--- config.mk ---
export PLATFORM = sky130hd
export DESIGN_NAME = cabinet_io
export DESIGN_NICKNAME = d
export VERILOG_FILES = /design/src/common/astro_pkg.sv /design/src/logic/cabinet_io.sv /design/src/logic/audio_mixer.sv /design/src/input/control_matrix.sv /design/src/input/key_decoder.sv /design/src/logic/game_config.sv
export VERILOG_INCLUDE_DIRS = /design/src /design/src/common
export SDC_FILE = /design/constraint.sdc
export NUM_CORES = 1
export LEC_CHECK = 0
export ABC_AREA = 1
export BUFFER_PORTS_ARGS = -buffer_cell sky130_fd_sc_hd__buf_4
export CAP_MARGIN = 25
export CORE_ASPECT_RATIO = 0.9
export CORE_UTILIZATION = 52
export CTS_BUF_LIST = sky130_fd_sc_hd__clkbuf_4 sky130_fd_sc_hd__clkbuf_8
export CTS_CLUSTER_DIAMETER = 150
export DETAILED_ROUTE_END_ITERATION = 8
export PLACE_DENSITY = 0.83
export SKIP_LAST_GASP = 1
export SLEW_MARGIN = 15
export SYNTH_ARGS = -nofsm -noshare
export SYNTH_HDL_FRONTEND = slang
export SYNTH_SLANG_ARGS = --single-unit
--- constraint.sdc ---
create_clock -name clk_sys -period 2.55 [get_ports clk_sys]
set_input_delay 0.1275 -clock clk_sys [delete_from_list [all_inputs] [get_ports clk_sys]]
set_output_delay 0.1275 -clock clk_sys [all_outputs]
set_load 0.01 [all_outputs]
--- src/common/astro_cfg.svh ---
`ifndef ASTRO_CFG_SVH
`define ASTRO_CFG_SVH

//==========================================================================
// Download port
//==========================================================================
`define ASTRO_ADDR_W       25         // Host download address width
`define ASTRO_IDX_GAME     8'd1       // Game number write
`define ASTRO_IDX_DIP      8'd254     // DIP switch bank write
`define ASTRO_DIP_BYTES    8

// Game numbers as sent by the host
`define ASTRO_GAME_SPACEZAP 8'd3
`define ASTRO_GAME_GORF     8'd4
`define ASTRO_GAME_ROBBY    8'd6

//==========================================================================
// Keyboard scan codes, low 8 bits
//==========================================================================
`define ASTRO_KEY_UP          8'h75   // Arrows, extended or not
`define ASTRO_KEY_DOWN        8'h72
`define ASTRO_KEY_LEFT        8'h6B
`define ASTRO_KEY_RIGHT       8'h74
`define ASTRO_KEY_FIRE1       8'h14   // Ctrl
`define ASTRO_KEY_START1      8'h05   // F1
`define ASTRO_KEY_START1_ALT  8'h16   // 1
`define ASTRO_KEY_START2      8'h06   // F2
`define ASTRO_KEY_START2_ALT  8'h1E   // 2
`define ASTRO_KEY_COIN        8'h04   // F3
`define ASTRO_KEY_COIN_ALT    8'h2E   // 5
`define ASTRO_KEY_UP2         8'h2D   // R
`define ASTRO_KEY_DOWN2       8'h2B   // F
`define ASTRO_KEY_LEFT2       8'h23   // D
`define ASTRO_KEY_RIGHT2      8'h34   // G
`define ASTRO_KEY_FIRE2       8'h1C   // A

// Bit positions in the held key vectors
`define ASTRO_KB_UP     0
`define ASTRO_KB_DOWN   1
`define ASTRO_KB_LEFT   2
`define ASTRO_KB_RIGHT  3
`define ASTRO_KB_FIRE   4
`define ASTRO_KB_START  5
`define ASTRO_KB_COIN   6     // Player 1 only

`endif
--- src/common/astro_pkg.sv ---
`include "astro_cfg.svh"

package astro_pkg;

	//======================================================================
	// Data widths
	//======================================================================

	// Generic byte: DIP byte, switch column select, switch row
	typedef logic [7:0] byte_t;

	// Host download port
	typedef logic [`ASTRO_ADDR_W-1:0] addr_t;
	typedef logic [15:0]              dl_data_t;

	// Digital joystick word
	// 0 right, 1 left, 2 down, 3 up, 4 fire, 6 start 1, 7 start 2, 8 coin
	typedef logic [15:0] joy_t;

	// Keyboard event
	// [10] toggle, [9] pressed, [8] extended, [7:0] code
	typedef logic [10:0] key_evt_t;

	// Audio
	typedef logic [7:0]  chip_snd_t;   // Sound chip output, unsigned
	typedef logic [15:0] pcm_t;        // Speech sample or mixed output

	//======================================================================
	// Game selection
	//======================================================================

	// Only the three supported cabinets; anything else is NONE
	typedef enum logic [1:0] {
		GAME_NONE,
		GAME_SPACEZAP,
		GAME_GORF,
		GAME_ROBBY
	} game_e;

endpackage

--- src/logic/cabinet_io.sv ---
`timescale 1ns/1ps
`include "astro_cfg.svh"

// Cabinet inputs and sound mix, top level
module cabinet_io (
	input  logic                  clk_sys,
	input  logic                  reset,
	// Host download
	input  logic                  dl_wr,
	input  astro_pkg::byte_t      dl_index,
	input  astro_pkg::addr_t      dl_addr,
	input  astro_pkg::dl_data_t   dl_data,
	// Player controls
	input  astro_pkg::key_evt_t   key_evt,
	input  astro_pkg::joy_t       joy_p1,
	input  astro_pkg::joy_t       joy_p2,
	// CPU switch matrix
	input  astro_pkg::byte_t      col_select,
	output astro_pkg::byte_t      row_data,
	// Sound
	input  logic                  speech_busy,
	input  astro_pkg::chip_snd_t  chip_l,
	input  astro_pkg::chip_snd_t  chip_r,
	input  astro_pkg::pcm_t       sample_l,
	input  astro_pkg::pcm_t       sample_r,
	output astro_pkg::pcm_t       audio_l,
	output astro_pkg::pcm_t       audio_r
);
	import astro_pkg::*;

	game_e      game;
	byte_t      dip_game_opts;
	byte_t      dip_bank3;
	logic [6:0] keys_p1;
	logic [5:0] keys_p2;

	game_config u_game_config (
		.clk_sys       (clk_sys),
		.reset         (reset),
		.dl_wr         (dl_wr),
		.dl_index      (dl_index),
		.dl_addr       (dl_addr),
		.dl_data       (dl_data),
		.game          (game),
		.dip_game_opts (dip_game_opts),
		.dip_bank3     (dip_bank3)
	);

	key_decoder u_key_decoder (
		.clk_sys (clk_sys),
		.reset   (reset),
		.key_evt (key_evt),
		.keys_p1 (keys_p1),
		.keys_p2 (keys_p2)
	);

	// Combinational path from col_select
	control_matrix u_control_matrix (
		.game          (game),
		.dip_game_opts (dip_game_opts),
		.dip_bank3     (dip_bank3),
		.keys_p1       (keys_p1),
		.keys_p2       (keys_p2),
		.joy_p1        (joy_p1),
		.joy_p2        (joy_p2),
		.speech_busy   (speech_busy),
		.col_select    (col_select),
		.row_data      (row_data)
	);

	audio_mixer u_audio_mixer (
		.clk_sys  (clk_sys),
		.reset    (reset),
		.game     (game),
		.chip_l   (chip_l),
		.chip_r   (chip_r),
		.sample_l (sample_l),
		.sample_r (sample_r),
		.audio_l  (audio_l),
		.audio_r  (audio_r)
	);

endmodule

--- src/logic/audio_mixer.sv ---
`timescale 1ns/1ps
`include "astro_cfg.svh"

// Sound chip plus speech mix, registered
module audio_mixer (
	input  logic                  clk_sys,
	input  logic                  reset,
	input  astro_pkg::game_e      game,
	input  astro_pkg::chip_snd_t  chip_l,
	input  astro_pkg::chip_snd_t  chip_r,
	input  astro_pkg::pcm_t       sample_l,
	input  astro_pkg::pcm_t       sample_r,
	output astro_pkg::pcm_t       audio_l,
	output astro_pkg::pcm_t       audio_r
);
	import astro_pkg::*;

	pcm_t mix_l;
	pcm_t mix_r;

	// Speech is much louder than the chip, so it goes in at a quarter
	always_comb begin
		case (game)
			GAME_GORF: begin
				mix_l = {1'b0, chip_l, chip_l[7:1]} + {2'b00, sample_l[15:2]};
				mix_r = {1'b0, chip_r, chip_r[7:1]} + {2'b00, sample_r[15:2]};
			end
			GAME_ROBBY: begin   // Two chips fitted
				mix_l = {chip_l, chip_l};
				mix_r = {chip_r, chip_r};
			end
			default: begin      // Mono, left chip on both sides
				mix_l = {chip_l, chip_l};
				mix_r = {chip_l, chip_l};
			end
		endcase
	end

	always_ff @(posedge clk_sys or posedge reset) begin
		if (reset) begin
			audio_l <= '0;
			audio_r <= '0;
		end else begin
			audio_l <= mix_l;
			audio_r <= mix_r;
		end
	end

endmodule

--- src/input/control_matrix.sv ---
`timescale 1ns/1ps
`include "astro_cfg.svh"

// Switch matrix: row byte for the column the CPU selects
module control_matrix (
	input  astro_pkg::game_e  game,
	input  astro_pkg::byte_t  dip_game_opts,
	input  astro_pkg::byte_t  dip_bank3,
	input  logic [6:0]        keys_p1,
	input  logic [5:0]        keys_p2,
	input  astro_pkg::joy_t   joy_p1,
	input  astro_pkg::joy_t   joy_p2,
	input  logic              speech_busy,   // Speech still talking, Gorf only
	input  astro_pkg::byte_t  col_select,
	output astro_pkg::byte_t  row_data
);
	import astro_pkg::*;

	// Merged buttons, active high
	logic b1_u, b1_d, b1_l, b1_r, b1_f;
	logic b2_u, b2_d, b2_l, b2_r, b2_f;
	logic b1_s, b2_s, b1_c;
	logic [7:0] d2;             // Short alias for DIP byte 2
	byte_t row_col1;
	byte_t row_col2;
	byte_t row_col4;

	//======================================================================
	// Keys ORed with joystick bits
	//======================================================================
	assign b1_u = keys_p1[`ASTRO_KB_UP]    | joy_p1[3];
	assign b1_d = keys_p1[`ASTRO_KB_DOWN]  | joy_p1[2];
	assign b1_l = keys_p1[`ASTRO_KB_LEFT]  | joy_p1[1];
	assign b1_r = keys_p1[`ASTRO_KB_RIGHT] | joy_p1[0];
	assign b1_f = keys_p1[`ASTRO_KB_FIRE]  | joy_p1[4];

	assign b2_u = keys_p2[`ASTRO_KB_UP]    | joy_p2[3];
	assign b2_d = keys_p2[`ASTRO_KB_DOWN]  | joy_p2[2];
	assign b2_l = keys_p2[`ASTRO_KB_LEFT]  | joy_p2[1];
	assign b2_r = keys_p2[`ASTRO_KB_RIGHT] | joy_p2[0];
	assign b2_f = keys_p2[`ASTRO_KB_FIRE]  | joy_p2[4];

	// Cabinet buttons all live on the player 1 stick
	assign b1_s = keys_p1[`ASTRO_KB_START] | joy_p1[6];
	assign b2_s = keys_p2[`ASTRO_KB_START] | joy_p1[7];   // Start 2 key sits in p2 vector
	assign b1_c = keys_p1[`ASTRO_KB_COIN]  | joy_p1[8];

	assign d2 = dip_game_opts;

	//======================================================================
	// Per game rows, switches read active low
	//======================================================================
	always_comb begin
		// Column 01: coin, starts and game DIPs
		case (game)
			GAME_SPACEZAP: row_col1 = {2'b11, ~b2_s, ~b1_s, d2[1], 1'b1, ~b1_c, 1'b1};
			GAME_GORF:     row_col1 = {d2[2], d2[0], ~b2_s, ~b1_s, 1'b1, d2[1], ~b1_c, 1'b1};
			GAME_ROBBY:    row_col1 = {1'b0, ~b2_s, ~b1_s, 1'b1, d2[1], 1'b1, ~b1_c, 1'b1};
			default:       row_col1 = 8'hFF;
		endcase

		// Column 02: player 2 stick
		case (game)
			GAME_SPACEZAP: row_col2 = {3'b111, ~b2_f, ~b2_r, ~b2_l, ~b2_d, ~b2_u};
			GAME_GORF:     row_col2 = {3'b001, ~b2_f, ~b2_r, ~b2_l, ~b2_d, ~b2_u};
			GAME_ROBBY:    row_col2 = {2'b11, ~b2_f, 1'b1, ~b2_r, ~b2_l, ~b2_d, ~b2_u};
			default:       row_col2 = 8'hFF;
		endcase

		// Column 04: player 1 stick, plus speech status on Gorf
		case (game)
			GAME_SPACEZAP: row_col4 = {2'b11, d2[0], ~b1_f, ~b1_r, ~b1_l, ~b1_d, ~b1_u};
			GAME_GORF:     row_col4 = {speech_busy, 2'b01, ~b1_f, ~b1_r, ~b1_l, ~b1_d, ~b1_u};
			GAME_ROBBY:    row_col4 = {2'b11, ~b1_f, 1'b1, ~b1_r, ~b1_l, ~b1_d, ~b1_u};
			default:       row_col4 = 8'hFF;
		endcase
	end

	//======================================================================
	// Column select
	//======================================================================
	always_comb begin
		if (game == GAME_NONE) begin
			row_data = 8'hFF;   // Nothing loaded, all open
		end else begin
			case (col_select)
				8'h01:   row_data = row_col1;
				8'h02:   row_data = row_col2;
				8'h04:   row_data = row_col4;
				8'h08:   row_data = dip_bank3;   // Same DIP row on every title
				default: row_data = 8'hFF;       // Unused or multiple columns
			endcase
		end
	end

endmodule

--- src/input/key_decoder.sv ---
`timescale 1ns/1ps
`include "astro_cfg.svh"

// Keyboard events to held button state for both players
module key_decoder (
	input  logic                 clk_sys,
	input  logic                 reset,
	input  astro_pkg::key_evt_t  key_evt,
	output logic [6:0]           keys_p1,   // up down left right fire start coin
	output logic [5:0]           keys_p2    // up down left right fire start(2)
);
	import astro_pkg::*;

	logic  toggle_q;     // Toggle bit seen last cycle
	logic  evt_take;
	logic  pressed;
	logic  ext;
	byte_t code;

	// Player 1
	logic up1, down1, left1, right1, fire1;
	// Start and coin, one flag per key
	logic start1_a, start1_b;
	logic start2_a, start2_b;
	logic coin_a, coin_b;
	// Player 2
	logic up2, down2, left2, right2, fire2;

	assign evt_take = key_evt[10] != toggle_q;   // New event on any toggle change
	assign pressed  = key_evt[9];
	assign ext      = key_evt[8];                // Extended prefix
	assign code     = key_evt[7:0];

	always_ff @(posedge clk_sys or posedge reset) begin
		if (reset) begin
			toggle_q <= 1'b0;
			{up1, down1, left1, right1, fire1} <= '0;
			{start1_a, start1_b, start2_a, start2_b} <= '0;
			{coin_a, coin_b} <= '0;
			{up2, down2, left2, right2, fire2} <= '0;
		end else begin
			toggle_q <= key_evt[10];
			if (evt_take) begin
				case (code)
					// Arrows ignore the extended bit
					`ASTRO_KEY_UP:    up1    <= pressed;
					`ASTRO_KEY_DOWN:  down1  <= pressed;
					`ASTRO_KEY_LEFT:  left1  <= pressed;
					`ASTRO_KEY_RIGHT: right1 <= pressed;
					// Everything else is a plain code
					`ASTRO_KEY_FIRE1:      if (!ext) fire1    <= pressed;
					`ASTRO_KEY_START1:     if (!ext) start1_a <= pressed;
					`ASTRO_KEY_START1_ALT: if (!ext) start1_b <= pressed;
					`ASTRO_KEY_START2:     if (!ext) start2_a <= pressed;
					`ASTRO_KEY_START2_ALT: if (!ext) start2_b <= pressed;
					`ASTRO_KEY_COIN:       if (!ext) coin_a   <= pressed;
					`ASTRO_KEY_COIN_ALT:   if (!ext) coin_b   <= pressed;
					`ASTRO_KEY_UP2:        if (!ext) up2      <= pressed;
					`ASTRO_KEY_DOWN2:      if (!ext) down2    <= pressed;
					`ASTRO_KEY_LEFT2:      if (!ext) left2    <= pressed;
					`ASTRO_KEY_RIGHT2:     if (!ext) right2   <= pressed;
					`ASTRO_KEY_FIRE2:      if (!ext) fire2    <= pressed;
					default: ;   // Unmapped key
				endcase
			end
		end
	end

	// Player 1 vector
	assign keys_p1[`ASTRO_KB_UP]    = up1;
	assign keys_p1[`ASTRO_KB_DOWN]  = down1;
	assign keys_p1[`ASTRO_KB_LEFT]  = left1;
	assign keys_p1[`ASTRO_KB_RIGHT] = right1;
	assign keys_p1[`ASTRO_KB_FIRE]  = fire1;
	assign keys_p1[`ASTRO_KB_START] = start1_a | start1_b;   // F1 or 1
	assign keys_p1[`ASTRO_KB_COIN]  = coin_a | coin_b;       // F3 or 5

	// Player 2 vector, start slot carries start 2
	assign keys_p2[`ASTRO_KB_UP]    = up2;
	assign keys_p2[`ASTRO_KB_DOWN]  = down2;
	assign keys_p2[`ASTRO_KB_LEFT]  = left2;
	assign keys_p2[`ASTRO_KB_RIGHT] = right2;
	assign keys_p2[`ASTRO_KB_FIRE]  = fire2;
	assign keys_p2[`ASTRO_KB_START] = start2_a | start2_b;   // F2 or 2

endmodule

--- src/logic/game_config.sv ---
`timescale 1ns/1ps
`include "astro_cfg.svh"

// Holds game number and DIP bank written by the host download port
module game_config (
	input  logic               clk_sys,
	input  logic               reset,
	input  logic               dl_wr,
	input  astro_pkg::byte_t   dl_index,
	input  astro_pkg::addr_t   dl_addr,
	input  astro_pkg::dl_data_t dl_data,
	output astro_pkg::game_e   game,
	output astro_pkg::byte_t   dip_game_opts,   // DIP byte 2
	output astro_pkg::byte_t   dip_bank3        // DIP byte 3
);
	import astro_pkg::*;

	byte_t game_num;                          // Raw number from host
	byte_t dip_bank [`ASTRO_DIP_BYTES];       // Eight DIP switch bytes
	logic  game_wr;
	logic  dip_wr;

	// Write qualifiers
	assign game_wr = dl_wr && (dl_index == `ASTRO_IDX_GAME);
	assign dip_wr  = dl_wr && (dl_index == `ASTRO_IDX_DIP) &&
	                 (dl_addr < addr_t'(`ASTRO_DIP_BYTES));   // Addr 8 and up dropped

	//======================================================================
	// Stage 1: capture
	//======================================================================
	always_ff @(posedge clk_sys or posedge reset) begin
		if (reset) begin
			game_num <= '0;
		end else if (game_wr) begin
			game_num <= dl_data[7:0];   // Low byte only
		end
	end

	always_ff @(posedge clk_sys or posedge reset) begin
		if (reset) begin
			for (int i = 0; i < `ASTRO_DIP_BYTES; i++) begin
				dip_bank[i] <= '0;   // All switches off
			end
		end else if (dip_wr) begin
			dip_bank[dl_addr[2:0]] <= dl_data[7:0];
		end
	end

	//======================================================================
	// Stage 2: decode number into game
	//======================================================================
	always_ff @(posedge clk_sys or posedge reset) begin
		if (reset) begin
			game <= GAME_NONE;
		end else begin
			case (game_num)
				`ASTRO_GAME_SPACEZAP: game <= GAME_SPACEZAP;
				`ASTRO_GAME_GORF:     game <= GAME_GORF;
				`ASTRO_GAME_ROBBY:    game <= GAME_ROBBY;
				default:              game <= GAME_NONE;   // Unsupported titles
			endcase
		end
	end

	// Only these two bytes are read by the switch matrix
	assign dip_game_opts = dip_bank[2];
	assign dip_bank3     = dip_bank[3];

endmodule

==> flow_metrics.env <==
export IMPL_netlist_area_um2=5250
export IMPL_overflow=0
export IMPL_core_um2=9740
export IMPL_final_cells=1105
export IMPL_ant_nets=0
export IMPL_hpwlAfterDp_um=11500
export IMPL_rr_endpoint="u_audio_mixer.audio_l[4]"
export IMPL_timing_fmax_ghz=0.476
export IMPL_drt_iter0_drc=337
export IMPL_setup_slack_ns=0.448
export IMPL_row_count=34
export IMPL_drcViolationCount=0
export IMPL_slew_violations=0
export IMPL_nFillCells=855
export IMPL_leakage_nw=3.85
export IMPL_yosysUniqueCellTypes=33
export IMPL_start_kind="register"
export IMPL_r2r_start="u_game_config.game[0]"
export IMPL_start_util_pct=53.9
export IMPL_fp_dieH_um=97.3
export IMPL_p_switching_mw=0.927
export IMPL_finalHoldViolCount=0
export IMPL_cts_max_level=3
export IMPL_finalCritPeriodShare_pct=82.4
export IMPL_hold_path_class="in2reg"
export IMPL_stdcell_area_um2=6810
export IMPL_clock_path_buffers=2
export IMPL_sw_frac_of_total_pct=33.1
export IMPL_avgSynthCellArea_um2=6.52
export IMPL_ys_warn_count=0
export IMPL_wl_per_cell_um=13.0
export IMPL_numPortBuffers=160
export IMPL_vias=5651
export IMPL_finalWeightedCongestion=0.940
export IMPL_place_ws_ns=0.854
export IMPL_crit_type="reg2out"
export IMPL_dp_cells=1086
export IMPL_finalSetupTns_ns=0
export IMPL_final_layout_size_suffix_gt1_share_pct=21.2
export IMPL_intPower_mw=1.88
export IMPL_rsz0062_at_grt="no"
export IMPL_grt_use_total_pct=28.9
export IMPL_placed_cell_area_um2=6590
export IMPL_critPathMaxFanout=14
export IMPL_power_density_nw_per_um2=412
export IMPL_nNetsFinal=1156
export IMPL_critical_path_required_ns=2.42
export IMPL_die_area_um2=10500
export IMPL_finalSetupViolCount=0
export IMPL_cts_clk_slew_worst_paths_ns=0.08
export IMPL_clock_skew_final_ns=0.0116
export IMPL_antenna_found_initial=0
export IMPL_clockPowerShare_pct=31.0
export IMPL_via_per_inst=5.11
export IMPL_cts_buffers=9
export IMPL_arrival_ns=1.97
export IMPL_final_cell_mix="nand2_1, buf_4, inv_1, nor2_1, dfrtp_1"
export IMPL_clockRootBuffer="clkbuf_8"
export IMPL_drtPass1Iterations=5
export IMPL_worst_pin_slew_ns=0.693
export IMPL_comb_power_share_pct=27.1
export IMPL_worstSetupEndpoint="row_data[5]"
export IMPL_worstRegToRegCells=6
export IMPL_rrSetupSlack_ns=0.85
export IMPL_regArea_um2=1750
export IMPL_synth_seq_area_share_pct=33.4
export IMPL_post_cts_resized=0
export IMPL_grt_pass1_wl_um=23900
export IMPL_startpoint="u_game_config.game[1]"
export IMPL_cts_tree="built"
export IMPL_yosys_register_bits=70
export IMPL_clock_sinks=70
export IMPL_io_pins=192
export IMPL_syn_to_final_growth_pct=29.7
export IMPL_grt_pass1_vias=5210
export IMPL_min_period_ns=2.10
export IMPL_synthCells=805
export IMPL_grt_max_degree=39
export IMPL_end_kind="primary output"
export IMPL_die_x_um=108
export IMPL_final_common_cell="nand2_1"
export IMPL_totalWireLength_um=14400
export IMPL_antennaDiodeCount=0
export IMPL_p_seq_share_pct=41.9
export IMPL_relSlewSlack_pct=53.7
export IMPL_clock_latency_ns=0.35
export IMPL_multi_input_area_um2=2990
export IMPL_ir_drop_v=0.000269
export IMPL_cts_setup_buffers=0
export IMPL_maxCapViolCount=0
export IMPL_syn_nets=987
export IMPL_outcome="complete, no violations"
export IMPL_fin_hold_ws_ns=0.0195
through the flow:
step           power (mW)  util, %
2_1_floorplan        1.62        -
3_3_place_gp         1.93     67.6
3_5_place_dp         1.94     67.6
4_1_cts              2.81     69.8
5_1_grt              2.98     69.9
6_report             2.80     69.9
cell type report:
class	instances	share of cell area, %
clock buffers	10	2.02
clock inverters	6	0.754
inverters	122	6.73
multi-input cells	606	44.0
flip-flops and latches	70	25.7
well taps	126	2.32
repair buffers	165	18.5
cell families (layout without fill, tap and decap cells):
kind of cell	Yosys count	after routing	share of synthesized area, %
buf+inv	129	303	9.58
flops	70	70	33.4
mux	8	8	1.72
xor+xnor	3	3	0.501
fa+ha+maj	30	30	7.44
compound gates	82	82	7.96
simple gates	483	483	39.4
worst max-delay path, cell delays in order (launching register included):
cell      delay (ns)
dfrtp_1         0.72
nor2_2          0.13
inv_2           0.17
nand2_1         0.09
nor2_1          0.11
nor3_1          0.06
nor2_1          0.10
nand3b_1        0.10
buf_4           0.16
power by group through the flow:
stage / Clock [mW] / Combinational, mW / Sequential (mW)
floorplan: 0 / 0.419 / 1.20
global placement: 0 / 0.734 / 1.20
detailed placement: 0 / 0.748 / 1.20
CTS: 0.887 / 0.753 / 1.17
global route: 0.944 / 0.854 / 1.18
finish: 0.869 / 0.760 / 1.18
worst min-delay path by stage:
stage | cells past startpoint | slack, ns | startpoint | end
floorplan | 0 | 0.16 | key_evt[10] | u_key_decoder.toggle_q
global placement | 1 | 0.25 | key_evt[10] | u_key_decoder.toggle_q
detailed placement | 1 | 0.26 | key_evt[10] | u_key_decoder.toggle_q
CTS | 3 | 0.005 | dl_data[4] | u_game_config.dip_bank3[4]
global route | 3 | 0.001 | dl_data[4] | u_game_config.dip_bank3[4]
finish | 3 | 0.02 | dl_data[4] | u_game_config.dip_bank3[4]
cells in the mapped netlist:
cell type | number | share of area (%)
nand3_1 | 66 | 6.3
and2_1 | 1 | 0.12
inv_2 | 4 | 0.29
or4_1 | 1 | 0.14
nand4_1 | 12 | 1.4
o21a_1 | 1 | 0.14
clkbuf_1 | 1 | 0.071
nor4_4 | 1 | 0.41
dfrtp_1 | 70 | 33
or2_2 | 3 | 0.36
nor3_1 | 14 | 1.3
buf_4 | 2 | 0.29
xnor2_1 | 3 | 0.50
nor2_2 | 4 | 0.48
fa_1 | 2 | 0.76
nand4_2 | 1 | 0.24
nor3_4 | 1 | 0.31
nor3b_1 | 1 | 0.14
nor3_2 | 4 | 0.76
a21oi_1 | 32 | 3.1
o21ai_1 | 2 | 0.19
buf_6 | 1 | 0.21
nand3b_1 | 7 | 1.0
buf_2 | 3 | 0.29
mux2_2 | 8 | 1.7
a31oi_1 | 1 | 0.12
nand2_2 | 3 | 0.36
nand2_1 | 289 | 21
inv_1 | 118 | 8.4
o21ai_0 | 43 | 4.1
o22ai_1 | 3 | 0.36
ha_1 | 28 | 6.7
nor2_1 | 75 | 5.4
sequential cells by signal, indices dropped and copies added (netlist names), 2 cells and up:
signal                       cells
u_game_config.dip_bank3          8
u_audio_mixer.audio_l           16
u_audio_mixer.audio_r           16
u_game_config.game_num           8
u_game_config.game               2
u_game_config.dip_game_opts      3
timing repair:
item | 4_1_cts | 5_1_grt
endpoints found under the setup margin | 0 | 0
hold buffers | 2 | 1
hold endpoints to repair | 33 | 1
per-layer routing:
layer / GRT usage [%] / part of all wire (%) / up-vias
met2: 45.1 / 45 / 212
met5: 0 / 0 / -
li1: - / - / 2900
met4: 8.01 / 1.9 / 0
met1: 41.6 / 47 / 2512
met3: 4.02 / 6.7 / 27
No activity file was read; power rests on OpenSTA's default activity.
